**config.mk**
```make
export PLATFORM = sky130hd
export DESIGN_NAME = flush_sequencer
export DESIGN_NICKNAME = d
export VERILOG_FILES = /design/src/logic/pixel_pkg.sv /design/src/logic/flush_sequencer.sv
export SDC_FILE = /design/constraint.sdc
export NUM_CORES = 1
export LEC_CHECK = 0
export BUFFER_PORTS_ARGS = -buffer_cell sky130_fd_sc_hd__buf_2
export CORE_MARGIN = 2
export CORE_UTILIZATION = 53
export CTS_BUF_LIST = sky130_fd_sc_hd__clkbuf_2 sky130_fd_sc_hd__clkbuf_4 sky130_fd_sc_hd__clkbuf_8
export CTS_CLUSTER_DIAMETER = 150
export DETAILED_ROUTE_END_ITERATION = 8
export HOLD_SLACK_MARGIN = 0.12
export PLACE_DENSITY_LB_ADDON = 0.3
export SLEW_MARGIN = 20
export SYNTH_ARGS = -nofsm -noshare
export SYNTH_HDL_FRONTEND = slang
export SYNTH_SLANG_ARGS = --single-unit
```
**constraint.sdc**
```tcl
create_clock -name clk -period 3.5 [get_ports clk]
set_clock_uncertainty 0.15 [all_clocks]
set_input_delay 0.7 -clock clk [delete_from_list [all_inputs] [get_ports clk]]
set_output_delay 0.7 -clock clk [all_outputs]
set_load 0.02 [all_outputs]
```
**src/logic/pixel_pkg.sv**
```systemverilog
// Output controller shared types
`default_nettype none

package pixel_pkg;

	// Frame geometry, 320 by 240
	localparam int frame_pixels = 76800;
	localparam int pix_addr_w = 17;

	// Pixel layout
	localparam int chan_w = 8;
	localparam int pixel_w = 3 * chan_w;

	// SDRAM port
	localparam int sd_addr_w = 26;
	localparam int sd_data_w = 32;
	// Top byte of each data word is zero
	localparam int pad_w = sd_data_w - pixel_w;
	// Byte address is pixel index times four
	localparam int addr_shift = 2;

	// SDRAM write queue
	localparam int queue_depth = 2;
	localparam int qcnt_w = $clog2(queue_depth + 1);
	localparam int qptr_w = $clog2(queue_depth);

	// Who owns the frame buffer
	typedef enum logic [1:0]
	{
		blend = 2'd0,
		flush = 2'd1,
		done = 2'd2
	} ctrl_state_t;

	typedef struct packed
	{
		logic [chan_w-1:0] r;
		logic [chan_w-1:0] g;
		logic [chan_w-1:0] b;
	} pixel_t;

	// Read request into the frame buffer
	typedef struct packed
	{
		logic valid;
		logic [pix_addr_w-1:0] address;
	} buf_read_t;

	// Frame buffer read result
	typedef struct packed
	{
		logic valid;
		pixel_t pix;
	} buf_data_t;

	typedef struct packed
	{
		logic write;
		logic [sd_addr_w-1:0] address;
		logic [sd_data_w-1:0] data;
	} sd_write_t;

endpackage

`default_nettype wire
```
**src/logic/flush_sequencer.sv**
```systemverilog
// Controller FSM and flush address issue
`timescale 1ns/1ns
`default_nettype none

module flush_sequencer import pixel_pkg::*;
(
	input wire clk,
	input wire n_rst,

	// Blender says the frame is complete
	input wire frame_ready,
	input wire [pix_addr_w-1:0] pixel_count,

	// Credit and drain status from the SDRAM writer
	input wire space,
	input wire empty,

	output ctrl_state_t state,
	output buf_read_t rd_req,
	output logic frame_done
);

	ctrl_state_t next_state;
	logic [pix_addr_w-1:0] index;
	logic all_issued;

	assign all_issued = index >= pixel_count;

	// One request per cycle while a credit is held
	always_comb
	begin
		rd_req.valid = (state == flush) && !all_issued && space;
		rd_req.address = index;
	end

	always_comb
	begin
		next_state = state;
		case (state)
			blend:
			begin
				if (frame_ready)
				begin
					next_state = flush;
				end
			end
			flush:
			begin
				// Every pixel read and the last write taken by SDRAM
				if (all_issued && empty)
				begin
					next_state = done;
				end
			end
			done:
			begin
				next_state = blend;
			end
			default:
			begin
				next_state = blend;
			end
		endcase
	end

	always_ff @(posedge clk)
	begin
		if (n_rst == 1'b0)
		begin
			state <= blend;
		end
		else
		begin
			state <= next_state;
		end
	end

	// Flush index restarts for every frame
	always_ff @(posedge clk)
	begin
		if (n_rst == 1'b0)
		begin
			index <= '0;
		end
		else if (state != flush)
		begin
			index <= '0;
		end
		else if (rd_req.valid)
		begin
			index <= index + 1'b1;
		end
	end

	// Single cycle pulse, also clears the blender write counter
	assign frame_done = state == done;

endmodule

`default_nettype wire

```
After elaboration in Yosys (flattened, before gate mapping):

Cells that the tools add are included.

* add/sub/neg operators: 1
* $lt $le $gt $ge: 1
* equal/unequal tests: 5
* multiplexer cells: 3
* bitwise logic cells: 1
* reductions and logical operators: 7

Operators by type and width (count)
* adder 17 x 1 -> 17 bit, second input constant: 1
* greater-or-equal comparator 17 bit: 1
* 2-to-1 mux 2 bit: 2
* != test 2 x 1 -> 1 bit, second input constant: 2
* one-hot mux 2 bit (2 select lines): 1
* logical AND 1 bit: 3
* == test 2 x 1 -> 1 bit, second input constant: 1
* == test 2 bit, second input constant: 1
* logical NOT 2 bit: 1
* != test 2 bit, second input constant: 1
* AND reduction 2 bit: 1
* OR reduction 2 bit: 1
* logical NOT 1 bit: 1
* NOT 1 bit: 1

* bits in registers: 19
* input port bits: 22
* output and inout port bits: 21
* logic and storage cells: 20

Longest topological paths before layout:

* word-level depth: 4
* gate-level depth with buffers: 10
* mapped depth without buffers: 8

Worst setup path after synthesis:

OpenSTA, ideal clock, no wires.

* kind: input-to-output
* start point: in pixel_count[8]
* end point: out rd_req[17] (netlist name)
* data arrival time: 2.321 ns
* required time: 2.650 ns
* slack: 0.329 ns
* cell stages on the path: 9
* path buffers: 1
* cells stage by stage: inv_1 -> ha_1 -> and3_4 -> a221o_1 -> nand2_2 -> and3_1 -> clkbuf_2 -> nand2b_1 -> nor2_1

RTL lines
* start, declared: RTL line flush_sequencer.sv:12 `input wire [pix_addr_w-1:0] pixel_count,`
* end, declared: RTL line flush_sequencer.sv:19 `output buf_read_t rd_req,`

==> qor.csv <==
stage,metric,value,unit
clocking,clock sinks,19,
global_routing,largest net degree at the start of global routing,25,
setup_path,R2R depth,9,
cells_and_area,fin cells,248,
clocking,CTS buffer count,3,
sta,fmax,0.301,GHz
yosys,synth top area cells,"dfxtp_1, ha_1, a21oi_1, o31ai_1, inv_1",
clocking,CTS tree,done,
sta,Final WS setup,0.172,ns
placement,# port buffers,42,
sta,Sum Neg Setup Slack,0,ns
floorplan,die height,56.3,um
floorplan,row cnt,18,
clocking,post-CTS setup buffers,0,
clocking,clk_lat worst skew,0.31,ns
yosys,Mapped Cells,177,
power,total power,0.385,mW
yosys,Yosys reg bits,19,
yosys,cell accounting for the most synthesized area,dfxtp_1,
cells_and_area,fin nets,259,
setup_path,Worst Setup Path Type,primary input to output pin,
setup_path,Worst Path Arrival,2.48,ns
floorplan,CORE AREA,2520,um2
global_routing,GR Overflow Total,0,
yosys,Post-synth EDFFs,0,
sta,Rel. slew slack,66.8,%
placement,cell count after placement,244,
min_path,worst hold start,index[9],
drt,Iteration-0 DRC Markers,45,
cells_and_area,Fill cells,229,
cells_and_area,share of cells above drive strength 1,26.1,%
drt,Post-Route WL,3540,um
floorplan,Die Width,56.3,um
clocking,CTS root buf,clkbuf_4,
sta,worst hold margin,0.378,ns
global_routing,initial antenna violation count,0,
setup_path,reg2reg start,index[0],
yosys,syn nets,217,
job,MaxCap Viol Count,0,
yosys,top cell type's share of synthesized area,26.3,%
cells_and_area,Layout area overhead,17.3,%
yosys,Synth cell types,44,
clocking,post-cts sizing count,0,
clocking,clock buffer depth,2,
setup_path,CP startpoint kind,primary input,
yosys,Yosys warnings,0,
min_path,Hold Crit Class,flop to flop,
drt,Post-DRT Antenna Nets,0,
floorplan,starting density of the core,57.4,%
yosys,Mean Syn Cell Area,8.18,um2
setup_path,Crit. End Element,output pin,
yosys,cell with the most instances after synthesis,dfxtp_1,
cells_and_area,Layout Utilization,67.3,%
yosys,Post-Syn Area,1450,um2
drt,drt pass-1 iters,4,
drt,residual DRC count,0,
power,Pwr Density,227,nW/um2
floorplan,I/O Pins,43,
yosys,Commonest cells post-synth,"dfxtp_1, a21oi_1, ha_1, inv_1, nand2_1",
power,Static Leak,0.825,nW
run_status,status,completed,
cells_and_area,Ant. Diodes,0,
global_routing,Total GRT Usage,23.0,%
drt,Avg WL per Cell,14.3,um
floorplan,die area,3170,um2
min_path,WHS Path Cells,2,
sta,RSZ-0062 raised after global routing,false,
drt,Vias/cell,6.06,
clocking,CTS Hold Buffers Added,0,
setup_path,Critical Path Start,pixel_count[16],
yosys,post-synthesis sequential area ratio,26.3,%
setup_path,required time of the critical path,2.65,ns
placement,pre-CTS setup slack,0.170,ns
placement,Placed Area,1670,um2
sta,final-report max-slew violation count,0,
clocking,CTS H-tree lvls,1,
placement,Detail Placement HPWL,2720,um
global_routing,first-pass GRT wire length,5910,um
yosys,dominant synthesized flop cell,dfxtp_1,
setup_path,"Max FO, Critical Path",4,
yosys,asr flop ratio synth,0,%
sta,setup violators final,0,
clocking,clock transition at the registers of the reported paths,0.12,ns
sta,Final Critical Period,3.33,ns
drt,via count,1504,
sta,Fin. Hold Viols,0,
power,Peak VDD IR,0.163,mV
global_routing,vias in the first global route,1448,
sta,Worst-Margin Slew,0.497,ns
sta,Final period util,95.1,%
placement,gpl congestion,0.815,
cells_and_area,"Design Area, Final",1700,um2
==> state kept, by name, summed over array words and instances (netlist names) <==
signal and count:
index 17, state 2
==> worst max-delay path, cell delays in order <==
cell and delay [ns]:
buf_2 0.08, inv_1 0.03, ha_1 0.33, nand4_1 0.14, nor3_1 0.38, and3_1 0.27
and2_2 0.16, nand2b_1 0.17, nor2_1 0.05, buf_2 0.16
==> metal layers <==
layer	wire length, um	share of wire, %	GRT usage, %	vias to the layer above
met1	1460	41	24.5	703
met4	32	0.90	9.86	0
met2	1840	52	44.4	60
met5	0	0	0	-
li1	-	-	-	737
met3	204	5.8	3.00	4
==> path summary, 6_finish.rpt <==
check / end / slack, ns
hold / removal: index[9] / 0.38
setup reg to reg: index[7] / 0.88
setup / recovery: rd_req[17] / 0.17
hold reg to reg: index[9] / 0.38
==> placed cells by master, fill, tap and decap left out, types with 3 or more instances in the layout <==
cell,count
a21oi_1,18
and3_1,4
buf_2,42
clkbuf_4,4
dfxtp_1,19
ha_1,18
inv_1,18
nand2_1,17
nand2b_1,4
nand3_1,8
nand4_1,5
nor2_1,3
nor2b_1,3
o31ai_1,11
or4_1,8
==> logic make-up (layout without fill, tap and decap cells) <==
group	count (synthesis)	count (layout)	share of synthesized area (%)
AO/OA/AOI/OAI	44	44	20.6
adder cells (fa/ha/maj)	18	18	15.6
buffers and inverters	25	66	7.60
flip-flops	19	19	26.3
multiplexers	2	2	1.38
AND/OR/NAND/NOR	69	69	28.6
==> layout make-up <==
type | count | area (um2) | share of cell area, %
sequential | 19 | 380 | 22.4
inverter | 18 | 67.6 | 3.98
tap | 30 | 37.5 | 2.21
multi-input combinational | 133 | 957 | 56.4
clock buffer | 4 | 30.0 | 1.77
timing repair buffer | 44 | 225 | 13.3
==> report_power, final <==
part           switching (mW)  total, mW  leakage [nW]  internal (mW)
logic                  0.0225     0.0414         0.654         0.0189
clock network          0.0727      0.125        0.0184         0.0522
registers             0.00169      0.219         0.153          0.217
No activity file was read; power rests on OpenSTA's default activity.
