==> config.mk <==
export PLATFORM = sky130hd
export DESIGN_NAME = blend_port
export DESIGN_NICKNAME = d
export VERILOG_FILES = /design/src/logic/pixel_pkg.sv /design/src/logic/blend_port.sv
export SDC_FILE = /design/constraint.sdc
export NUM_CORES = 1
export LEC_CHECK = 0
export ABC_AREA = 1
export BUFFER_PORTS_ARGS = -buffer_cell sky130_fd_sc_hd__buf_2
export CAP_MARGIN = 20
export CELL_PAD_IN_SITES_DETAIL_PLACEMENT = 0
export CELL_PAD_IN_SITES_GLOBAL_PLACEMENT = 1
export CORE_ASPECT_RATIO = 1.75
export CORE_MARGIN = 4
export CORE_UTILIZATION = 26
export DETAILED_ROUTE_END_ITERATION = 7
export GPL_TIMING_DRIVEN = 1
export MAX_ROUTING_LAYER = met4
export PLACE_DENSITY_LB_ADDON = 0.2
export SETUP_SLACK_MARGIN = 0.1
export SLEW_MARGIN = 0
export SYNTH_ARGS = -nofsm -noshare
export SYNTH_HDL_FRONTEND = slang
export SYNTH_SLANG_ARGS = --single-unit
export TNS_END_PERCENT = 20
==> constraint.sdc <==
create_clock -name clk -period 2.5 [get_ports clk]
set_clock_uncertainty 0.15 [all_clocks]
set_input_delay 0.25 -clock clk [delete_from_list [all_inputs] [get_ports clk]]
set_output_delay 0.25 -clock clk [all_outputs]
set_load 0.05 [all_outputs]
==> src/logic/pixel_pkg.sv <==
// Output controller shared types
`default_nettype none

package pixel_pkg;

	// Frame geometry, 320 by 240
	localparam int frame_pixels = 76800;
	localparam int pix_addr_w = 17;

	// Pixel layout
	localparam int chan_w = 8;
	localparam int pixel_w = 3 * chan_w;

	// SDRAM port
	localparam int sd_addr_w = 26;
	localparam int sd_data_w = 32;
	// Top byte of each data word is zero
	localparam int pad_w = sd_data_w - pixel_w;
	// Byte address is pixel index times four
	localparam int addr_shift = 2;

	// SDRAM write queue
	localparam int queue_depth = 2;
	localparam int qcnt_w = $clog2(queue_depth + 1);
	localparam int qptr_w = $clog2(queue_depth);

	// Who owns the frame buffer
	typedef enum logic [1:0]
	{
		blend = 2'd0,
		flush = 2'd1,
		done = 2'd2
	} ctrl_state_t;

	typedef struct packed
	{
		logic [chan_w-1:0] r;
		logic [chan_w-1:0] g;
		logic [chan_w-1:0] b;
	} pixel_t;

	// Read request into the frame buffer
	typedef struct packed
	{
		logic valid;
		logic [pix_addr_w-1:0] address;
	} buf_read_t;

	// Frame buffer read result
	typedef struct packed
	{
		logic valid;
		pixel_t pix;
	} buf_data_t;

	typedef struct packed
	{
		logic write;
		logic [sd_addr_w-1:0] address;
		logic [sd_data_w-1:0] data;
	} sd_write_t;

endpackage

`default_nettype wire
==> src/logic/blend_port.sv <==
// Blender side of the frame buffer
`timescale 1ns/1ns
`default_nettype none

module blend_port import pixel_pkg::*;
(
	input wire clk,
	input wire n_rst,

	// High while the controller is in blend state
	input wire active,

	// From the alpha blender
	input wire write,
	input wire read,
	input wire pixel_t write_pixel,
	input wire [pix_addr_w-1:0] pixel_number,

	// End of flush, restart the frame at pixel zero
	input wire clear,

	// Toward the frame buffer
	output logic we,
	output logic [pix_addr_w-1:0] write_address,
	output pixel_t wr_pixel,
	output buf_read_t rd_req,

	// Number of pixels written this frame
	output logic [pix_addr_w-1:0] pixel_count
);

	logic [pix_addr_w-1:0] count;
	logic full;

	// Counter stops at the frame size
	assign full = count >= pix_addr_w'(frame_pixels);

	// Accept a write only in blend state and while there is room
	assign we = active && write && !full;
	assign write_address = count;
	assign wr_pixel = write_pixel;

	always_ff @(posedge clk)
	begin
		if (n_rst == 1'b0)
		begin
			count <= '0;
		end
		else if (clear)
		begin
			count <= '0;
		end
		else if (we)
		begin
			count <= count + 1'b1;
		end
	end

	// Blender read, data comes back one cycle later
	always_comb
	begin
		rd_req.valid = active && read;
		rd_req.address = pixel_number;
	end

	assign pixel_count = count;

endmodule

`default_nettype wire

# Word-level counts from Yosys, hierarchy flattened
# Cells that the tools add are included.
op_classes:
  bitwise_logic: 1
  add_sub_neg: 1
  n_lt_le_gt_ge: 1
  reduce_logical: 5
op_table:
  columns: ["cell", "count"]
  rows:
  - ["$add 17x1->17 const B", 1]
  - ["$ge 17x17->1 const B", 1]
  - ["$logic_and 1x1->1", 3]
  - ["$reduce_or 2->1", 1]
  - ["$logic_not 1->1", 1]
  - ["$not 1->1", 1]
word_totals:
  reg_bits: 17
  out_inout_bits: 77

# Longest topological paths before layout
# Gate-level depths: netlist of the first run.
logic_depth:
  ltp_word: 3
  depth_mapped: 9

# Worst setup path after synthesis of the first run
# OpenSTA, ideal clock, no wires.
synth_timing:
  path_kind: "register to register"
  start: "register count[1], in the netlist pixel_count[1]"
  end: "register count[10], in the netlist pixel_count[10]"
  arrival_time_ns: 1.675
  slack_ns: 0.559
  setup_ns: 0.116
  period_less_slack_ns: 1.941
  path_stages_with_launch: 9
  required_time_ns: 2.234
  path_cell_list: "dfxtp_1 > ha_1 > nand2_1 > inv_1 > nand3b_4 > nor2_2 > nand3_1 > o21ai_0 > nor2_1"
synth_via:
  elab_chain_cells: 3
  elab_cells_between_ends: 4
synth_lines:
  columns: ["element", "line_no", "text"]
  rows:
  - ["from (decl)", "blend_port.sv:32", "logic [pix_addr_w-1:0] count;"]
  - ["from (signal assigned)", "blend_port.sv:55", "count <= count + 1'b1;"]
  - ["$ge 17x17->1", "blend_port.sv:36", "assign full = count >= pix_addr_w'(frame_pixels);"]
  - ["$logic_not 1->1", "blend_port.sv:39", "assign we = active && write && !full;"]
  - ["$logic_and 1x1->1", "blend_port.sv:39", null]
# Several ways; a longest one is shown, not always the timed one.
# A chain may end at the register's enable or synchronous reset.

# Worst setup path after layout of the first run
layout_timing:
  start: "register count[12], in the netlist pixel_count[12]"
  end: "output we"
layout_via:
  elab_chain_cells: 3
layout_lines:
  columns: ["element", "line_no", "text"]
  rows:
  - ["$ge 17x17->1", "blend_port.sv:36", null]
  - ["$logic_not 1->1", "blend_port.sv:39", null]
  - ["$logic_and 1x1->1", "blend_port.sv:39", null]
  - ["to (decl)", "blend_port.sv:23", "output logic we,"]
# Every way passes these cells.

==> results of run 1 <==
## metal layers
metal  vias to the layer above  part of all wire, %  track usage, %
li1                        596                    -               -
met1                       515                   36            10.4
met2                        40                   56            21.5
met3                        14                  6.2            1.25
met4                         0                  2.2            6.66
met5                         -                    0               -
## layout by cell type (no fill, tap or decap), types with 3 or more instances in the layout
master    Yosys  layout
nand2_1      42      42
buf_2         0      41
dfxtp_1      17      17
o21ai_0       3       3
nor2_1       20      20
inv_1        21      21
nand2_2       4       4
a21oi_1      13      13
clkbuf_8      0       3
xor2_1        3       3
nor2_2        4       4
nand4_1       6       6
nand3_1      10      10
o21ai_1       3       3
## layout make-up
cell class	count	share of cell area (%)
clock buffer	4	3.27
sequential	17	24.7
timing repair buffer	43	16.0
inverter	23	6.27
multi-input combinational	117	42.9
tap	76	6.90
## path summary, 6_finish.rpt
kind                                              startpoint                      endpoint  slack [ps]  cells past startpoint
worst max register to register   pixel_count[1]$_SDFFE_PP0P_  pixel_count[10]$_SDFFE_PP0P_         800                      8
worst max-delay path            pixel_count[12]$_SDFFE_PP0P_                            we         450                      6
worst min-delay path                                   clear   pixel_count[6]$_SDFFE_PP0P_         150                      4
worst min register to register   pixel_count[2]$_SDFFE_PP0P_   pixel_count[2]$_SDFFE_PP0P_         360                      2
## per-stage QoR
stage          hold WS (ps)  power (mW)
6_report                154       0.536
3_3_place_gp            350       0.322
3_5_place_dp            350       0.322
2_1_floorplan           281       0.488
4_1_cts                 147       0.549
5_1_grt                 159       0.564
## tightest hold or removal path: stages
cell and delay, ps:
buf_2 80, nor2_2 80, nand2_1 80, nor2_1 30
## logic make-up after synthesis
group / count (synthesis) / share of synthesized area [%]
flip-flops: 17 / 23.1
AND/OR/NAND/NOR: 92 / 29.1
buffers and inverters: 83 / 36.7
XOR/XNOR: 3 / 1.79
AO/OA/AOI/OAI: 20 / 7.57
adder cells (fa/ha/maj): 2 / 1.70
## where the power goes
| part | switching [mW] | leakage (nW) | total, mW | internal [mW] |
|---|---|---|---|---|
| combinational | 0.0325 | 0.481 | 0.0419 | 0.00932 |
| clock | 0.108 | 0.0228 | 0.221 | 0.113 |
| sequential | 0.00140 | 0.137 | 0.273 | 0.272 |
==> flow_metrics.py, run 1 <==
metrics = {
    "outcome": {
        "status": "complete, no violations",
    },
    "floorplan": {
        "die-area_um2": 6970,
        "start_util_pct": 26.6,
        "fp.dieW_um": 64.9,
        "fp.coreArea_um2": 5540,
        "dieHeight_um": 108,
        "rows": 36,
        "ioPinCount": 124,
    },
    "pwr": {
        "ir_worst_vdd_mv": 0.136,
        "p_leak_nw": 0.640,
        "power_density_nw_per_um2": 389,
    },
    "placed_design": {
        "dpl_cell_area_um2": 1330,
        "dp.cells": 276,
        "place_hpwl_um": 2870,
        "dp_slack_ps": 711,
        "gp_congestion": 0.741,
        "port_buffers": 41,
    },
    "synth": {
        "synth.distinct_cells": 23,
        "synth_edf_count": 0,
        "synth_area_per_cell_um2": 6.78,
        "synthFlopType": "dfxtp_1",
        "synthesis.area_um2": 1470,
        "yosys-top-cells-count": "buf_4, nand2_1, inv_1",
        "ys_ff_latch": 17,
        "yosys_warnings": 0,
        "synth_most_common_cell": "buf_4",
        "synthCells": 217,
        "synth.top_cell.area_share_pct": 30.1,
        "ys_seq_area_share_pct": 23.1,
        "yosysTopAreaCell": "buf_4",
        "syn_nets": 266,
        "async_flop_share_pct": 0,
        "synth_top_cells_by_area": "buf_4, dfxtp_1, nand2_1",
    },
    "sta": {
        "fmax_mhz": 488,
        "tightest_slew_ps": 398,
        "fin_crit_sh_pct": 82.0,
        "hold_viol_final": 0,
        "rsz0062_at_grt": "no",
        "period_needed_ps": 2050,
        "setup_ws_ps": 451,
        "setup_violations": 0,
        "maxSlewViolCount": 0,
        "slew-limit-headroom_pct": 73.3,
        "final.setup.tns_ps": 0,
    },
    "setup_path": {
        "cp.required_ps": 2100,
        "cp_top_family": "buffers and inverters",
        "endpoint_kind": "primary output",
        "critPathLaunchType": "flop",
        "crit_type": "reg2out",
        "critPathArrivalTime_ps": 1650,
        "cpMaxStageDelayCell": "dfxtp_1",
        "path_buf_inv": 2,
        "critPathMaxFanout": 12,
        "crit_chain": "nand2_1, nand3_1, o21ai_4, nand2_2, inv_2, buf_2",
        "cpPeakStageDelay_ps": 380,
    },
    "clock_network": {
        "numCtsBuffers": 3,
        "cts_resized": 0,
        "tritoncts": "built",
        "post_cts_buffers": 0,
        "clock_path_buffers": 2,
        "cts_sinks": 17,
        "clk_latency_ps": 260,
        "htreeDepth": 1,
        "cts-root-buf": "clkbuf_8",
        "cts.clk_slew.worst_paths_ps": 80,
        "ctsHoldBuffers": 0,
    },
    "global_route": {
        "grt_pass1_wl_um": 5870,
        "grtUsageTotal_pct": 11.3,
        "grt_pass1_vias": 1228,
        "antenna_found_initial": 0,
        "overflow": 0,
        "grt_start_max_net_pins": 14,
    },
    "routing": {
        "vias": 1165,
        "ant_nets": 0,
        "remaining_drc_errors": 0,
        "wire_per_inst_um": 13.0,
        "drt_iter0_markers": 28,
        "avgViaCountPerCell": 4.16,
        "drtPass1Iterations": 4,
        "wl_um": 3640,
    },
    "worst_hold_path": {
        "holdCritPathClass": "in2reg",
    },
    "layout": {
        "fin_cells": 280,
        "multi_input_area_um2": 591,
        "layout-drive-gt1-share_pct": 28.9,
        "layout.nets": 254,
        "area_growth_pct": -6.38,
        "seq_area_um2": 340,
        "final_area_um2": 1380,
        "diodes": 0,
        "fillers": 657,
        "largest_reg_flops": 17,
        "fin_util_pct": 24.9,
    },
    "run": {
        "cap_viol_max_count": 0,
    },
}
Note: power is estimated with default switching activity, not from simulation.
==> run 2, diff against run 1 <==
CORE_UTILIZATION = 22   (was 26)
clock period = 1.8 ns   (was 2.5 ns; I/O delays follow)
==> flow_metrics.py, run 2 (synthesis gave the netlist of run 1 again) <==
metrics = {
    "global_route": {
        "grtUsageMet1_pct": 9.30,
        "use_met3_pct": 1.98,
        "grt_pass1_wl_um": 6080,
        "antenna_found_initial": 0,
        "overflow": 0,
        "met2_usage_pct": 18.2,
        "grtUsageTotal_pct": 9.84,
        "grt_pass1_vias": 1229,
        "busiest_layer": "met2",
        "grt_start_max_net_pins": 14,
    },
    "pwr": {
        "ir_worst_vdd_mv": 0.259,
        "p_leak_nw": 0.701,
        "power_mw": 0.917,
        "power_density_nw_per_um2": 606,
    },
    "sta": {
        "slew-limit-headroom_pct": 79.8,
        "hold_ws_ps": 143,
        "setup_violations": 0,
        "tightest_slew_ps": 303,
        "maxSlewViolCount": 0,
        "fin_crit_sh_pct": 89.8,
        "rsz0062_at_grt": "no",
        "final.setup.tns_ps": 0,
        "period_needed_ps": 1620,
        "fmax_mhz": 619,
        "hold_viol_final": 0,
    },
    "setup_path": {
        "critPathMaxFanout": 8,
        "rr_startpoint": "pixel_count[1]$_SDFFE_PP0P_",
        "critPathArrivalTime_ps": 1290,
        "cp.required_ps": 1470,
        "crit_type": "reg2out",
        "endpoint_kind": "primary output",
        "critPathLaunchType": "flop",
        "crit_start": "pixel_count[13]$_SDFFE_PP0P_",
    },
    "floorplan": {
        "start_util_pct": 22.5,
        "fp.dieW_um": 69.8,
        "rows": 39,
        "fp.coreArea_um2": 6540,
        "ioPinCount": 124,
        "die-area_um2": 8110,
        "dieHeight_um": 116,
    },
    "routing": {
        "ant_nets": 0,
        "wire_per_inst_um": 12.9,
        "drt_iter0_markers": 41,
        "remaining_drc_errors": 0,
        "wl_um": 3790,
        "vias": 1189,
        "drtPass1Iterations": 4,
        "avgViaCountPerCell": 4.04,
    },
    "layout": {
        "area_growth_pct": 2.81,
        "diodes": 0,
        "largest_reg_flops": 17,
        "final_common_cell": "nand2_1",
        "fillers": 780,
        "layout_common_cells": "nand2_1, buf_2, inv_1, nor2_1, a21oi_1",
        "fin_util_pct": 23.1,
        "layout.nets": 262,
        "layout-drive-gt1-share_pct": 35.8,
    },
    "clock_network": {
        "clock_path_buffers": 2,
        "htreeDepth": 1,
        "clk_latency_ps": 250,
        "cts.clk_slew.worst_paths_ps": 60,
        "tritoncts": "built",
        "cts-root-buf": "clkbuf_16",
        "ctsHoldBuffers": 0,
        "numCtsBuffers": 3,
        "cts_sinks": 17,
    },
    "run": {
        "cap_viol_max_count": 0,
    },
    "placed_design": {
        "port_buffers": 41,
        "place_hpwl_um": 3010,
        "gp_congestion": 0.706,
    },
    "worst_hold_path": {
        "holdCritPathClass": "in2reg",
        "hp-start": "clear",
    },
    "outcome": {
        "status": "complete, no violations",
    },
}
## run 2: timing repair
action,in CTS,in global routing
gates resized for setup,3,5
setup buffers,0,0
gates cloned,0,0
endpoints found under the setup margin,1,2
## run 2: stage by stage
stage	worst slack (ps)	cells	cell area (µm²)
final	184	294	1510
after global routing	101	294	1510
after CTS	130	294	1500
after detailed placement	150	290	1410
after global placement	128	290	1410
after floorplan	91.2	217	1480
## run 2: final timing paths
path | endpoint | slack [ps] | cells after the start
hold / removal | pixel_count[7]$_SDFFE_PP0P_ | 140 | 5
setup reg to reg | pixel_count[10]$_SDFFE_PP0P_ | 240 | 8
setup / recovery | we | 180 | 6
hold reg to reg | pixel_count[3]$_SDFFE_PP0P_ | 340 | 2
## run 2: per-layer routing
metal / wire length [µm] / part of all wire [%]
met1: 1430 / 38
met5: 0 / 0
met4: 144 / 3.8
met2: 1970 / 52
met3: 238 / 6.3
## run 2: critical path, cell delays in order, from the launching register on
cell and delay, ps:
dfxtp_2 380, inv_1 100, nor2_4 130, o21ai_4 70, nand2_2 100, clkinv_4 90, buf_8 160
## run 2: area by class of cell
type / instances / area [µm²] / area share (%)
Multi-Input combinational cell: 117 / 596 / 39.4
Inverter: 23 / 91.3 / 6.04
Tap cell: 82 / 103 / 6.78
Sequential cell: 17 / 354 / 23.4
Timing Repair Buffer: 51 / 290 / 19.2
Clock buffer: 4 / 78.8 / 5.21
## run 2: where the power goes
part	switching (mW)	total (mW)	internal, mW	leakage, nW
clock	0.166	0.468	0.302	0.0382
combinational	0.0485	0.0700	0.0215	0.521
sequential	0.00215	0.379	0.377	0.142
total	0.217	0.917	0.700	0.701
==> run 3, diff against run 2 <==
==> constraint.sdc (replaced) <==
create_clock -name clk -period 1.8 [get_ports clk]
set_clock_uncertainty 0.15 [all_clocks]
set_input_delay 0.36 -clock clk [delete_from_list [all_inputs] [get_ports clk]]
set_output_delay 0.36 -clock clk [all_outputs]
set_load 0.05 [all_outputs]
==> flow_metrics.py, run 3 (synthesis gave the netlist of run 1 again) <==
metrics = {
    "routing": {
        "wl_um": 4110,
        "drtPass1Iterations": 4,
        "vias": 1217,
        "ant_nets": 0,
        "drt_iter0_markers": 45,
        "remaining_drc_errors": 0,
        "wire_per_inst_um": 13.9,
        "avgViaCountPerCell": 4.13,
    },
    "global_route": {
        "antenna_found_initial": 0,
        "grtUsageTotal_pct": 10.9,
        "grt_pass1_wl_um": 6600,
        "grt_pass1_vias": 1264,
        "grt_start_max_net_pins": 14,
        "overflow": 0,
    },
    "clock_network": {
        "numCtsBuffers": 3,
        "tritoncts": "built",
        "ctsHoldBuffers": 0,
        "clock_path_buffers": 2,
        "cts_sinks": 17,
        "clk_latency_ps": 260,
        "htreeDepth": 1,
        "cts.clk_slew.worst_paths_ps": 60,
        "cts-root-buf": "clkbuf_16",
    },
    "layout": {
        "fin_util_pct": 23.4,
        "area_growth_pct": 4.17,
        "layout-drive-gt1-share_pct": 39.9,
        "layout_common_cells": "nand2_1, buf_2, nor2_1, inv_1, a21oi_1",
        "diodes": 0,
        "layout.nets": 263,
        "largest_reg_flops": 17,
        "final_common_cell": "nand2_1",
    },
    "sta": {
        "final.setup.tns_ps": 0,
        "slew-limit-headroom_pct": 74.6,
        "hold_viol_final": 0,
        "setup_violations": 0,
        "maxSlewViolCount": 0,
        "tightest_slew_ps": 380,
        "fmax_mhz": 580,
        "fin_crit_sh_pct": 95.7,
        "hold_ws_ps": 339,
        "period_needed_ps": 1720,
        "rsz0062_at_grt": "yes",
    },
    "floorplan": {
        "dieHeight_um": 116,
        "fp.dieW_um": 69.8,
        "fp.coreArea_um2": 6540,
        "ioPinCount": 124,
        "start_util_pct": 22.5,
        "die-area_um2": 8110,
        "rows": 39,
    },
    "pwr": {
        "seqPwrFrac_pct": 40.9,
        "ir_worst_vdd_mv": 0.227,
        "clkPwrFrac_pct": 51.1,
        "power_density_nw_per_um2": 604,
        "power_mw": 0.925,
        "p_int_mw": 0.703,
        "p_switching_mw": 0.222,
        "sw_frac_of_total_pct": 24.0,
        "combPwrFrac_pct": 8.0,
        "p_leak_nw": 0.719,
    },
    "placed_design": {
        "port_buffers": 41,
        "place_hpwl_um": 3190,
        "gp_congestion": 0.734,
    },
    "setup_path": {
        "cp.required_ps": 1290,
        "endpoint_kind": "primary output",
        "critPathArrivalTime_ps": 1210,
        "critPathLaunchType": "flop",
        "critPathMaxFanout": 4,
        "crit_type": "reg2out",
    },
    "outcome": {
        "status": "complete, no violations",
    },
    "worst_hold_path": {
        "holdCritPathClass": "reg2reg",
    },
    "run": {
        "cap_viol_max_count": 0,
    },
}
## run 3: changes by cell type in the layout (fill, tap and decap cells not counted), moves of 2 or more
cell,before,now
dfxtp_1,8,6
dfxtp_2,8,10
inv_1,21,18
inv_2,0,3
## run 3: critical path, cell delays in order (launching register included)
cell and delay [ps]:
dfxtp_4 360, nand2_2 80, nand3_2 80, o21ai_4 140, nand2_2 100, inv_4 70
buf_8 140
## run 3: layer usage
metal,GRT usage (%),vias up,share of wire [%]
met1,10.1,518,34
li1,-,618,-
met4,7.80,0,5.3
met2,20.2,50,54
met3,1.55,31,6.0
met5,-,-,0
## run 3: worst paths after layout
check | start | endpoint | slack (ps) | depth (start not counted)
setup / recovery | pixel_count[13]$_SDFFE_PP0P_ | we | 80 | 6
hold / removal | pixel_count[2]$_SDFFE_PP0P_ | pixel_count[2]$_SDFFE_PP0P_ | 340 | 2
setup reg to reg | pixel_count[1]$_SDFFE_PP0P_ | pixel_count[10]$_SDFFE_PP0P_ | 170 | 8
hold reg to reg | pixel_count[2]$_SDFFE_PP0P_ | pixel_count[2]$_SDFFE_PP0P_ | 340 | 2
## run 3: what timing repair did
action / in CTS / in global routing
buffers inserted: 2 / 0
hold endpoints to repair: 0 / 0
gates cloned: 0 / 0
pin swaps: 1 / 0
setup endpoints to repair: 2 / 7
resized for setup: 9 / 2
## run 3: final cells by class
class | count | area, µm²
tap | 82 | 103
clock buffer | 4 | 78.8
timing repair buffer | 52 | 298
fill | 758 | 5010
inverter | 23 | 88.8
multi-input combinational | 117 | 608
sequential | 17 | 357
## run 3: per-stage QoR
step / worst slack (ps) / cells / area [µm²]
3_5_place_dp: 112 / 289 / 1410
6_report: 76.6 / 295 / 1530
5_1_grt: 11.7 / 295 / 1530
4_1_cts: 66.6 / 295 / 1520
3_3_place_gp: 126 / 289 / 1410
2_1_floorplan: 91.2 / 217 / 1490
## run 3: power groups by stage
stage / Combinational [mW] / Sequential, mW / Clock, mW
finish: 0.0736 / 0.379 / 0.473
global route: 0.0808 / 0.379 / 0.498
CTS: 0.0751 / 0.379 / 0.482
detailed placement: 0.0702 / 0.389 / 0
global placement: 0.0704 / 0.388 / 0
floorplan: 0.285 / 0.393 / 0
