===== src/logic/pixel_pkg.sv =====
// Output controller shared types
`default_nettype none

package pixel_pkg;

	// Frame geometry, 320 by 240
	localparam int frame_pixels = 76800;
	localparam int pix_addr_w = 17;

	// Pixel layout
	localparam int chan_w = 8;
	localparam int pixel_w = 3 * chan_w;

	// SDRAM port
	localparam int sd_addr_w = 26;
	localparam int sd_data_w = 32;
	// Top byte of each data word is zero
	localparam int pad_w = sd_data_w - pixel_w;
	// Byte address is pixel index times four
	localparam int addr_shift = 2;

	// SDRAM write queue
	localparam int queue_depth = 2;
	localparam int qcnt_w = $clog2(queue_depth + 1);
	localparam int qptr_w = $clog2(queue_depth);

	// Who owns the frame buffer
	typedef enum logic [1:0]
	{
		blend = 2'd0,
		flush = 2'd1,
		done = 2'd2
	} ctrl_state_t;

	typedef struct packed
	{
		logic [chan_w-1:0] r;
		logic [chan_w-1:0] g;
		logic [chan_w-1:0] b;
	} pixel_t;

	// Read request into the frame buffer
	typedef struct packed
	{
		logic valid;
		logic [pix_addr_w-1:0] address;
	} buf_read_t;

	// Frame buffer read result
	typedef struct packed
	{
		logic valid;
		pixel_t pix;
	} buf_data_t;

	typedef struct packed
	{
		logic write;
		logic [sd_addr_w-1:0] address;
		logic [sd_data_w-1:0] data;
	} sd_write_t;

endpackage

`default_nettype wire

===== src/logic/sdram_writer.sv =====
// SDRAM write queue
`timescale 1ns/1ns
`default_nettype none

module sdram_writer import pixel_pkg::*;
(
	input wire clk,
	input wire n_rst,

	// Flush read issued to the frame buffer this cycle
	input wire issue,
	input wire buf_data_t pix_in,

	input wire waitrequest,
	output sd_write_t sd_cmd,

	output logic space,
	output logic empty
);

	logic [qcnt_w-1:0] count;
	logic [qptr_w-1:0] wr_ptr;
	logic [qptr_w-1:0] rd_ptr;
	logic inflight;
	logic [pix_addr_w-1:0] wr_index;
	logic [qcnt_w:0] used;
	logic push;
	logic pop;

	// Queue storage
	pixel_t q_pix [queue_depth];
	logic [pix_addr_w-1:0] q_index [queue_depth];

	// Only data that answers a flush read is queued
	assign push = inflight && pix_in.valid;
	assign pop = (count != '0) && !waitrequest;

	// An entry leaving this cycle frees its slot for the next issue
	assign used = (qcnt_w+1)'(count) + (qcnt_w+1)'(inflight) - (qcnt_w+1)'(pop);
	assign space = used < (qcnt_w+1)'(queue_depth);

	// Nothing queued and nothing on its way from the buffer
	assign empty = (count == '0) && !inflight;

	always_ff @(posedge clk)
	begin
		if (n_rst == 1'b0)
		begin
			count <= '0;
			wr_ptr <= '0;
			rd_ptr <= '0;
			inflight <= 1'b0;
			wr_index <= '0;
		end
		else
		begin
			inflight <= issue;
			count <= count + qcnt_w'(push) - qcnt_w'(pop);
			if (push)
			begin
				wr_ptr <= wr_ptr + 1'b1;
			end
			if (pop)
			begin
				rd_ptr <= rd_ptr + 1'b1;
			end
			// Idle between frames, so the next flush starts at address zero
			if (empty && !issue)
			begin
				wr_index <= '0;
			end
			else if (push)
			begin
				wr_index <= wr_index + 1'b1;
			end
		end
	end

	always_ff @(posedge clk)
	begin
		if (push)
		begin
			q_pix[wr_ptr] <= pix_in.pix;
			q_index[wr_ptr] <= wr_index;
		end
	end

	// Head entry stays put until SDRAM drops waitrequest
	always_comb
	begin
		sd_cmd.write = count != '0;
		sd_cmd.address = sd_addr_w'(q_index[rd_ptr]) << addr_shift;
		sd_cmd.data = {{pad_w{1'b0}}, q_pix[rd_ptr]};
	end

endmodule

`default_nettype wire


===== config.mk =====
export PLATFORM = sky130hd
export DESIGN_NAME = sdram_writer
export DESIGN_NICKNAME = d
export VERILOG_FILES = /design/src/logic/pixel_pkg.sv /design/src/logic/sdram_writer.sv
export SDC_FILE = /design/constraint.sdc
export NUM_CORES = 1
export LEC_CHECK = 0
export BUFFER_PORTS_ARGS = -buffer_cell sky130_fd_sc_hd__buf_2
export CAP_MARGIN = 20
export CORE_MARGIN = 5
export CORE_UTILIZATION = 49
export DETAILED_ROUTE_END_ITERATION = 6
export PLACE_DENSITY = 0.74
export SYNTH_ARGS = -nofsm -noshare
export SYNTH_HDL_FRONTEND = slang
export SYNTH_SLANG_ARGS = --single-unit

===== constraint.sdc =====
create_clock -name clk -period 2.7 [get_ports clk]
set_input_delay 0 -clock clk [delete_from_list [all_inputs] [get_ports clk]]
set_output_delay 0 -clock clk [all_outputs]
set_load 0.03 [all_outputs]

# Word level (Yosys, flattened, before mapping)
# Memory sizes are Yosys's and may differ from the RTL's. A register that Yosys moved wholly into a read port is not among the register bits.
# Index checks and enable logic that the tools add are counted.
# totals
register_bits,22
mem_bits_rw,82
in_bits,29
out_inout_bits,61
n_memories,2
# classes
add_sub_neg,7
order_cmp,1
mux,6
bitwise,1
n_reduce_logical,10
# mem_list
name,words,word_bits,rd,rd_clocked_by_memory_dff,wr,line,text
q_pix,2,24,1,1,1,sdram_writer.sv:31,pixel_t q_pix [queue_depth];
q_index,2,17,1,1,1,sdram_writer.sv:32,logic [pix_addr_w-1:0] q_index [queue_depth];
# op_table
cell,n
$add A17 B1 Y17 const B,1
$mux W1,6
$logic_and A1 B1 Y1,4
$add A2 B1 Y3,1
$logic_not A1 Y1,3
$lt A3 B2 Y1 const B,1
$sub A3 B1 Y3,1
$add A1 B1 Y1 const B,2
$add A2 B1 Y2,1
$logic_not A2 Y1,1
$reduce_bool A2 Y1,1
$reduce_or A2 Y1,1
$sub A2 B1 Y2,1
$not A1 Y1,1

# Depth between registers and ports, before layout
# Gate-level depths: netlist of the first run.
# depth
depth_word,4
depth_mapped,6
ltp_nobuf,6

# Least setup slack after synthesis of the first run
# Ideal clock, no wire load.
# synth_timing
path_kind,flip-flop to flip-flop
start,register inflight
end,"memory q_index[0][0], enable pin"
setup_time_ps,441
t_arrival_ps,2425
required_time_ps,2259
setup_slack_ps,-166
path_stages_with_launch,4
synth_period_minus_slack_ps,2866
path_cell_list,dfxtp_1 -> buf_2 -> nand2_1 -> nor2_1
# synth_via
elab_chain_cells,3
# synth_rtl
item,line,text
start: declaration,sdram_writer.sv:24,logic inflight;
start signal: assignment,sdram_writer.sv:57,inflight <= issue;
$logic_and A1 B1 Y1,sdram_writer.sv:35,assign push = inflight && pix_in.valid;
$mux W1,sdram_writer.sv:81,if (push)
$mux W1 (not written as such),sdram_writer.sv:84,q_index[wr_ptr] <= wr_index;
end: declaration,sdram_writer.sv:32,
# Every way passes these cells.

# Worst setup path after layout of the first run
# layout_timing
start,register count[1]
end,output space
# layout_via
elab_chain_cells,4
elab_cells_between_ends,5
cone_classes,add/sub (2); order compare (1); reduce/logical (2)
# layout_rtl
item,line,text
start: declaration,sdram_writer.sv:21,logic [qcnt_w-1:0] count;
start signal: assignment,sdram_writer.sv:58,count <= count + qcnt_w'(push) - qcnt_w'(pop);
"parallel branches: the longest is 2 deep, another holds $add A2 B1 Y3",-,
$sub A3 B1 Y3 *,sdram_writer.sv:39,assign used = (qcnt_w+1)'(count) + (qcnt_w+1)'(inflight) - (qcnt_w+1)'(pop);
$lt A3 B2 Y1 *,sdram_writer.sv:40,assign space = used < (qcnt_w+1)'(queue_depth);
end: declaration,sdram_writer.sv:17,"output logic space,"
# Mark *: on every way between the ends.

==> summary.md, run 1 <==
| Metric | Value |
|---|---|
| Die area | `10460 um2` |
| Final hold viol count | `0` |
| Vias | `2380` |
| Number of buffers and inverters on the critical path | `1` |
| Critical Path RT | `roughly 2.7 ns` |
| Clock Skew | `approximately 0.013 ns` |
| Power share of the combinational group | `19.2%` |
| Cells along the critical path | `nor2_1 > or3_1 > fa_1 > xnor2_1 > nor2_1 > buf_2` |
| Setup violators final | `0` |
| Normalized max-slew margin | `59.28%` |
| Clk slew on worst S/H paths | `0.10 ns` |
| #FFs+latches synth | `approximately 110` |
| Sequential Power Share | `about 54%` |
| Vias in the first global route | `2385` |
| 1st-pass router iterations | `4` |
| EDFF count, synth | `82` |
| Final core occ | `around 62%` |
| Nature of the critical path startpoint | `flip-flop` |
| Global route total overflow | `0` |
| Vias/cell | `4.877` |
| Ys Warns | `0` |
| Area delta synth->final | `22.08%` |
| MaxCap Viol Count | `0` |
| Nets | `410` |
| Multiplexer share of the synthesized area | `11.79%` |
| Post-synth top area share | `about three fifths` |
| Die width | `102.3 um` |
| Reg-to-Reg End | `wr_index[15]$_SDFFE_PP0P_` |
| Clock root buffer | `clkbuf_8` |
| Post-synth ARST share | `0%` |
| # diodes | `0` |
| Gpl congestion | `0.7295` |
| P per Cell Area | `654.7 nW/um2` |
| Initial Util | `about half` |
| # IOs | `90` |
| Fin Hold WS | `~0.16 ns` |
| FF-to-FF Start | `inflight$_SDFF_PN0_` |
| PostCTS Resize Cnt | `0` |
| Max-slew violation count | `0` |
| Share of layout cells above drive strength 1 | `37.86%` |
| WP depth | `6` |
| Commonest cells in the synthesized netlist | `82 x edfxtp_1, 41 x mux2_2, 23 x dfxtp_1` |
| Buffers added on ports | `72` |
| Num rows | `33` |
| Switching pwr | `0.0009666 W` |
| Hold wc startpoint | `waitrequest` |
| Post-route DRC | `0` |
| Drt wl/cell | `15.41 um` |
| RSZ-0062 raised after global routing | `no` |
| CTS sink count | `105` |
| Antenna violations before repair | `0` |
| Cells after synthesis | `~270` |
| Postcts setup bufs | `0` |
| Most common cell in the netlist | `edfxtp_1` |
| P_leak | `1.815 nW` |
| Slowest stage cell, crit path | `dfxtp_1` |
| Top_reg_cell synth | `edfxtp_1` |
| All-layer global routing usage | `14.52%` |
| Min cycle time layout | `roughly 2.1 ns` |
| Max Clock Freq | `about 480 MHz` |
| Worst path top cell family by delay | `simple AND/OR/NAND/NOR gates` |
| Crit. End Element | `primary output` |
| H-tree levels | `3` |
| Final HPWL from detailed placement | `4944 um` |
| Reg-to-reg slack, setup | `a little over 0.8 ns` |
| Synth Area in XOR/XNOR | `3.359%` |
| Worst reg-to-reg path cell count | `4` |
| Worst-Skew Late Latency | `0.36 ns` |
| Die height | `about 100 um` |
| Cell Area, Synth | `4172 um2` |
| Cell mode on critical path | `nor2_1` |
| Largest net degree at the start of global routing | `26` |
| Clock group share of total power | `26.5%` |
| Global-route wire length before repair | `11410 um` |
| Critical Path AT | `~2.1 ns` |
| Max clock buf depth | `2` |
| PnR Total Power | `0.003334 W` |
| CTS tree | `built` |
| Max IR drop VDD | `0.4063 mV` |
| Combinational family with the most area after synthesis | `multiplexers` |
| Slowest cell delay on critical path | `0.45 ns` |
| TritonCTS Buffers | `9` |
| Status | `finished, final reports clean` |
| Cell taking the most area after synthesis | `edfxtp_1` |
| Kind of critical path | `reg -> out` |
| CP max FO | `6` |
| Core area | `roughly 8300 um2` |
| Setup tns final | `0 ns` |
| Sw frac | `28.99%` |
| Mean Syn Cell Area | `15.51 um2` |
| Post-Route WL | `7518 um` |
| Hold Path Depth | `4` |
| Synth Area in Compound Gates | `under 10%` |
| Int Power | `roughly 0.0024 W` |
| Adder-Cell Fraction of Synth Area | `1.080%` |
| Routed Antenna Nets | `0` |
| Hold/Removal Path Class | `in -> reg` |
| Fin crit share | `slightly below 80%` |
| Seq/Total Area, Yosys | `70.07%` |
| Initial drt markers | `100` |
| Slew of the pin with the lowest slew margin | `slightly above 0.6 ns` |
| Simple-Gate Fraction of Synth Area | `between 7 and 8%` |
| Synth top area cells | `edfxtp_1 59%, mux2_2 11%, dfxtp_1 11%, buf_4 3.1%, xnor2_1 2.1%` |
| Synth cell types | `33` |
==> registers in the layout (all words and copies together) (netlist names), named ones only <==
register and count:
wr_ptr 1, wr_index 17, count 2, rd_ptr 1
inflight 1, q_index 34, q_pix 48
==> area by class of cell <==
class / instances / area, um2
fill: 621 / 3166
clock inverter: 6 / 50.05
clock buffer: 10 / 127.6
sequential: 105 / 2924
inverter: 5 / 18.77
multi-input combinational: 151 / 1142
tap: 105 / 131.4
timing repair buffer: 106 / 698.2
==> worst max path at each step <==
stage	from	to	slack, ns
after floorplan	inflight$_SDFF_PN0_	q_index[0][0]$_DFFE_PP_	0.52
after global routing	count[1]$_SDFF_PN0_	space	0.43
after detailed placement	inflight$_SDFF_PN0_	wr_index[15]$_SDFFE_PP0P_	0.86
final	count[1]$_SDFF_PN0_	space	0.60
after CTS	count[1]$_SDFF_PN0_	space	0.59
after global placement	inflight$_SDFF_PN0_	wr_index[15]$_SDFFE_PP0P_	0.89
==> worst min-delay path: cells and delay by family <==
| family | cells | cell delay, ns |
|---|---|---|
| XOR/XNOR | 1 | 0.15 |
| buffers and inverters | 1 | 0.12 |
| AND/OR/NAND/NOR | 2 | 0.21 |
==> layout by cell type, fill, tap and decap left out, types with 2 or more instances in the layout <==
master	Yosys	final
edfxtp_1	82	82
buf_2	1	72
mux2_2	41	41
dlygate4sd3_1	0	28
dfxtp_1	23	22
conb_1	1	17
nor2_1	17	16
xnor2_1	10	10
nand3_1	10	10
clkbuf_8	0	9
and2_1	7	7
xor2_1	6	6
nand2_1	5	5
inv_1	5	5
a21oi_1	5	5
buf_4	17	5
or3_1	4	4
or2_2	3	3
o21ai_0	3	3
mux2i_1	3	3
nor3_1	3	3
and3_2	2	2
nand4_1	2	2
and3_1	2	2
ha_1	2	2
clkinv_4	0	2
==> logic make-up after synthesis <==
group | after synthesis
other cells | 1
flops | 105
xor+xnor | 16
compound gates | 10
buf+inv | 29
fa+ha+maj | 3
mux | 44
simple gates | 61
==> power by group through the flow <==
stage,sequential (W),clock [W],combinational (W)
after floorplan,0.00183,0,0.000484
after global placement,0.00185,0,0.000604
after detailed placement,0.00185,0,0.000610
after CTS,0.00181,0.000905,0.000645
after global routing,0.00182,0.000974,0.000686
final,0.00181,0.000883,0.000639
==> per-layer routing <==
layer | track usage [%] | wire [um] | vias up | part of all wire [%]
met2 | 25.39 | 3739 | 81 | 50
met4 | 4.541 | 89 | 0 | 1.2
met1 | 17.68 | 3196 | 1124 | 43
met3 | 3.686 | 492 | 10 | 6.5
li1 | - | - | 1165 | -
met5 | 0 | 0 | - | 0
==> metrics by stage <==
step,cells,cell area (um2),setup slack (ns)
after floorplan,285,4234,0.5240
after detailed placement,444,4634,0.8632
after global routing,488,5092,0.4307
final,488,5092,0.5988
after CTS,488,5092,0.5871
after global placement,444,4634,0.8859
==> timing repair <==
item	4_1_cts	5_1_grt
endpoints found under the setup margin	0	0
hold buffers	28	0
hold endpoints to repair	55	0
(Power assumes the default switching activity.)
==> inputs of run 2 (changes only) <==
CORE_UTILIZATION = 54   (was 49)
PLACE_DENSITY = 0.77   (was 0.74)
clock period = 2.1 ns   (was 2.7 ns; I/O delays follow)
==> run 2 against run 1 <==
First-iteration DRC count is 41% lower. Register-to-register slack worse by 0.49 ns. Non-clock buffer count is 1 lower. Global-route usage is 0.58 points higher. Core utilization is 5.6 points higher. Setup slack worse by 0.46 ns. Cell area is 0.54% higher. Critical endpoint unchanged. Largest cell class unchanged.
==> summary.md, run 2 (synthesis gave the netlist of run 1 again) <==
| Metric | Value |
|---|---|
| Max Clock Freq | `509.2 MHz` |
| Setup tns final | `0 ns (unchanged)` |
| Number of flip-flops under the largest register name | `48 (unchanged)` |
| Core area | `7607 um2 (-7.9%)` |
| Area delta synth->final | `22.74%` |
| Die area | `9582 um2 (-8.4%)` |
| Most frequent cells in the layout | `82 x edfxtp_1, 71 x buf_2, 41 x mux2_2` |
| Min cycle time layout | `1.964 ns` |
| H-tree levels | `3 (unchanged)` |
| Drt wl/cell | `14.73 um (-4.4%)` |
| Die width | `97.89 um (-4.3%)` |
| Routed Antenna Nets | `0 (unchanged)` |
| Max-slew violation count | `0 (unchanged)` |
| Cells along the critical path | `nor2_1 > or3_4 > fa_2 > xnor2_1 > nor2_1 > buf_4` |
| Num rows | `32 (-3.0%)` |
| Global route total overflow | `0 (unchanged)` |
| Largest regs | `q_pix (48), q_index (34), wr_index (17)` |
| 1st-pass router iterations | `4 (unchanged)` |
| Worst-Skew Late Latency | `0.36 ns (about the same)` |
| RSZ-0062 raised after global routing | `no` |
| Slowest stage cell, crit path | `dfxtp_2` |
| CTS tree | `built` |
| Initial Util | `54.84% (+4.3 points)` |
| Worst reg-to-reg path cell count | `4 (unchanged)` |
| Fin crit share | `about 94%` |
| Max IR drop VDD | `0.7039 mV (+73%)` |
| Vias | `2398 (+0.76%)` |
| Critical Path RT | `2.10 ns (-0.60 ns)` |
| Post-route DRC | `0 (unchanged)` |
| # diodes | `0 (unchanged)` |
| FF-to-FF Start | `wr_index[3]$_SDFFE_PP0P_` |
| Global-route wire length before repair | `11590 um (+1.6%)` |
| Clock Skew | `0.01167 ns (-0.0009378 ns)` |
| Kind of critical path | `reg -> out` |
| Slew of the pin with the lowest slew margin | `0.5510 ns (-0.05416 ns)` |
| Clk slew on worst S/H paths | `0.10 ns (about the same)` |
| # IOs | `90 (unchanged)` |
| Largest Register | `q_pix` |
| Reg-to-reg slack, setup | `0.32 ns (-0.49 ns)` |
| Slowest cell delay on critical path | `0.40 ns (-0.05 ns)` |
| Share of layout cells above drive strength 1 | `39.01% (+1.1 points)` |
| Setup violators final | `0 (unchanged)` |
| Hold/Removal Path Class | `in -> reg` |
| Commonest non-fill, non-tap cell in the layout | `edfxtp_1` |
| Largest net degree at the start of global routing | `42 (+62%)` |
| PnR Total Power | `0.004309 W (+29%)` |
| Hold Path Depth | `4 (unchanged)` |
| Cell mode on critical path | `nor2_1` |
| P_leak | `1.832 nW (+0.89%)` |
| P per Cell Area | `841.6 nW/um2 (+29%)` |
| Hold wc startpoint | `waitrequest` |
| All-layer global routing usage | `15.10% (+0.58 points)` |
| CTS sink count | `105 (unchanged)` |
| Critical path launch point | `count[1]$_SDFF_PN0_` |
| Reg-to-Reg End | `wr_index[15]$_SDFFE_PP0P_` |
| Critical Path AT | `1.96 ns (-0.14 ns)` |
| Vias/cell | `4.955 (+1.6%)` |
| CP max FO | `6 (unchanged)` |
| Buffers added on ports | `72 (unchanged)` |
| Nets | `409 (-0.24%)` |
| MaxCap Viol Count | `0 (unchanged)` |
| Normalized max-slew margin | `63.27% (+4.0 points)` |
| Final HPWL from detailed placement | `4549 um (-8.0%)` |
| Post-Route WL | `7131 um (-5.1%)` |
| Worst path top cell family by delay | `simple AND/OR/NAND/NOR gates` |
| Antenna violations before repair | `0 (unchanged)` |
| Status | `finished, final reports clean` |
| Max clock buf depth | `2 (unchanged)` |
| Gpl congestion | `0.7383 (+1.2%)` |
| Clock root buffer | `clkbuf_8` |
| Number of buffers and inverters on the critical path | `1 (unchanged)` |
| Nature of the critical path startpoint | `flip-flop` |
| Crit. End Element | `primary output` |
| Die height | `97.89 um (-4.3%)` |
| Hold EP | `rd_ptr$_SDFFE_PN0P_` |
| Initial drt markers | `59 (-41%)` |
| Final hold viol count | `0 (unchanged)` |
| Vias in the first global route | `2487 (+4.3%)` |
| TritonCTS Buffers | `9 (unchanged)` |
[run 2: layout make-up]
type	count	area (um2)
well taps	102	127.6
repair buffers	105	705.7
clock inverters	6	62.56
multi-input cells	151	1150
clock buffers	10	127.6
inverters	5	18.77
fillers	553	2487
flip-flops and latches	105	2928
[run 2: where the power goes]
part / leakage, nW / internal (W) / total, W / switching (W)
logic: 0.835 / 0.000324 / 0.000847 / 0.000524
registers: 0.901 / 0.00228 / 0.00231 / 0.0000280
clock network: 0.0957 / 0.000460 / 0.00115 / 0.000690
[run 2: worst register-to-register path, cell delays in order, from the launching register on]
cell	delay, ns
dfxtp_1	0.46
nand3_2	0.18
or4_4	0.58
or3_1	0.36
a21oi_1	0.13
[run 2: metal layers]
layer / GRT usage, % / share of wire (%) / up-vias
met2: 27.07 / 53 / 64
li1: - / - / 1168
met5: 0 / 0 / -
met4: 5.431 / 1.0 / 0
met3: 3.214 / 5.1 / 9
met1: 17.87 / 41 / 1157
[run 2: what timing repair did]
item	in CTS	in global routing
setup endpoints to repair	1	1
hold endpoints to repair	55	0
hold buffers	28	0
pin swaps	0	1
buffers inserted	0	0
gates resized for setup	2	4
[run 2: worst max-delay path by stage]
stage / end / slack (ns) / cells past startpoint
CTS: space / 0.02 / 6
floorplan: space / 0.33 / 5
detailed placement: wr_index[15]$_SDFFE_PP0P_ / 0.37 / 4
global placement: wr_index[15]$_SDFFE_PP0P_ / 0.42 / 4
global route: space / 0.05 / 6
finish: space / 0.14 / 6
[run 2: stage by stage]
step	instance area, um2	instances	hold slack, ns	setup WS [ns]	utilization [%]
after global routing	5120	484	0.1954	0.04518	67.30
final	5120	484	0.1768	0.1361	67.30
after detailed placement	4643	441	0.1924	0.3659	61.04
after CTS	5117	485	0.1705	0.02312	67.27
after global placement	4643	441	0.1874	0.4225	61.04
after floorplan	4239	285	0.09887	0.3286	-
==> inputs of run 3 (changes only) <==
CORE_MARGIN = unset   (was 5)
==> run 3 against run 2 <==
Critical path depth is 1 lower. Cell count is the same. Setup slack worse by 0.00092 ns. Non-clock buffer count grew 3. Die area decreased by 16%. Global-route usage is 2.3 points higher. Routed wire length fell by 5.4%. Sequential cell count did not move.
==> summary.md, run 3 (synthesis gave the netlist of run 1 again) <==
| Metric | Value |
|---|---|
| H-tree levels | `3 (unchanged)` |
| Number of flip-flops under the largest register name | `48 (unchanged)` |
| Largest net degree at the start of global routing | `31 (-26%)` |
| Num rows | `31 (-3.1%)` |
| Vias | `2366 (-1.3%)` |
| Die width | `89.89 um (-8.2%)` |
| Final HPWL from detailed placement | `4288 um (-5.7%)` |
| Post-Route WL | `6746 um (-5.4%)` |
| Most frequent cells in the layout | `82 x edfxtp_1, 72 x buf_2, 41 x mux2_2` |
| Vias/cell | `4.888 (-1.3%)` |
| Crit. End Element | `primary output` |
| Hold/Removal Path Class | `in -> reg` |
| Fin crit share | `93.56% (about the same)` |
| Largest regs | `q_pix (48), q_index (34), wr_index (17)` |
| 1st-pass router iterations | `6 (+2)` |
| Buffers added on ports | `72 (unchanged)` |
| Global-route wire length before repair | `10930 um (-5.7%)` |
| Sw frac | `28.88% (+0.067 points)` |
| # diodes | `0 (unchanged)` |
| PnR Total Power | `0.004318 W (+0.20%)` |
| CTS sink count | `105 (unchanged)` |
| All-layer global routing usage | `17.39% (+2.3 points)` |
| CP max FO | `11 (+5)` |
| # IOs | `90 (unchanged)` |
| Commonest non-fill, non-tap cell in the layout | `edfxtp_1` |
| FF-to-FF Start | `inflight$_SDFF_PN0_` |
| Vias in the first global route | `2336 (-6.1%)` |
| Setup violators final | `0 (unchanged)` |
| Worst-Skew Late Latency | `0.36 ns (about the same)` |
| Die height | `89.89 um (-8.2%)` |
| Max IR drop VDD | `0.4157 mV (-41%)` |
| Post-route DRC | `0 (unchanged)` |
| Initial drt markers | `63 (+6.8%)` |
| Core area | `7370 um2 (-3.1%)` |
| Largest Register | `q_pix` |
| Critical Path RT | `2.10 ns (about the same)` |
| Sequential Power Share | `54.1% (+0.5 points)` |
| Int Power | `0.003071 W (+0.10%)` |
| Die area | `8080 um2 (-16%)` |
| Clock root buffer | `clkbuf_8` |
| Antenna violations before repair | `0 (unchanged)` |
| P_leak | `1.848 nW (+0.87%)` |
| Critical path launch point | `inflight$_SDFF_PN0_` |
| Final core occ | `69.73% (+2.4 points)` |
| Nets | `412 (+0.73%)` |
| RSZ-0062 raised after global routing | `no` |
| CTS tree | `built` |
| TritonCTS Buffers | `9 (unchanged)` |
| Max Clock Freq | `509.0 MHz (about the same)` |
| Routed Antenna Nets | `0 (unchanged)` |
| Design area | `5139 um2 (+0.37%)` |
| Status | `finished, final reports clean` |
| Final hold viol count | `0 (unchanged)` |
| MaxCap Viol Count | `0 (unchanged)` |
| Nature of the critical path startpoint | `flip-flop` |
| Critical Path AT | `1.96 ns (about the same)` |
| Setup tns final | `0 ns (unchanged)` |
| Global route total overflow | `0 (unchanged)` |
| Clk slew on worst S/H paths | `0.10 ns (about the same)` |
| Switching pwr | `0.001247 W (+0.43%)` |
| Kind of critical path | `reg -> out` |
| # fillers | `518 (-6.3%)` |
| Multi-input gate area in the final layout | `1142 um2 (-0.65%)` |
| Placed Area | `4667 um2 (+0.51%)` |
| Initial Util | `56.60% (+1.8 points)` |
| Area delta synth->final | `23.19%` |
| Register area | `2930 um2 (about the same)` |
| Clock Skew | `0.006472 ns (-0.005194 ns)` |
| Gpl congestion | `0.7457 (+1.0%)` |
| P per Cell Area | `840.2 nW/um2 (-0.17%)` |
| Max-slew violation count | `0 (unchanged)` |
| Drt wl/cell | `13.94 um (-5.4%)` |
| Min cycle time layout | `1.965 ns (+0.0009200 ns)` |
| Power share of the combinational group | `19.0% (-0.7 points)` |
| Clock group share of total power | `26.9% (+0.2 points)` |
| Max clock buf depth | `2 (unchanged)` |
| Share of layout cells above drive strength 1 | `38.96% (-0.044 points)` |
| Hold wc startpoint | `waitrequest` |
| Fin Hold WS | `0.1673 ns (-0.009583 ns)` |
run 3: path summary, 6_finish.rpt:
kind                                    end  slack, ns  cells past startpoint
hold / removal                    flip-flop       0.17                      4
setup reg to reg  wr_index[15]$_SDFFE_PP0P_       0.30                      4
setup / recovery                      space       0.14                      5
hold reg to reg    q_index[1][16]$_DFFE_PP_       0.48                      0
run 3: timing repair:
item / CTS / global route
setup buffers: 0 / 0
endpoints found under the setup margin: 1 / 1
endpoints found under the hold margin: 55 / 0
cloned: 0 / 0
hold buffers: 28 / 0
gates resized for setup: 1 / 3
run 3: layout make-up:
cell class	instances	share of cell area, %
Inverter	5	0.3652
Multi-Input combinational cell	151	22.23
Tap cell	99	2.411
Sequential cell	105	57.02
Clock buffer	10	2.484
Timing Repair Buffer	108	14.37
Clock inverter	6	1.120
run 3: power by group through the flow:
stage / registers, W / logic (W) / clock network [W]
2_1_floorplan: 0.00235 / 0.000622 / 0
3_3_place_gp: 0.00238 / 0.000774 / 0
3_5_place_dp: 0.00238 / 0.000778 / 0
4_1_cts: 0.00233 / 0.000821 / 0.00119
5_1_grt: 0.00235 / 0.000869 / 0.00127
6_report: 0.00234 / 0.000819 / 0.00116
run 3: layer usage:
metal / routed length (um) / global-route usage [%]
met2: 3360 / 30.19
met1: 3050 / 21.68
met3: 319 / 4.399
met4: 16 / 4.839
met5: 0 / 0
run 3: through the flow:
step                instances  setup WS, ns
detailed placement        440        0.2076
finish                    484        0.1352
floorplan                 285        0.3286
global route              484       0.01612
CTS                       484       0.03915
global placement          440        0.2961
run 3: critical path, stage by stage (launching register included):
cell and delay, ns:
dfxtp_2 0.40, or3_1 0.39, fa_1 0.41, xnor2_1 0.13
nor2_1 0.08, buf_2 0.20
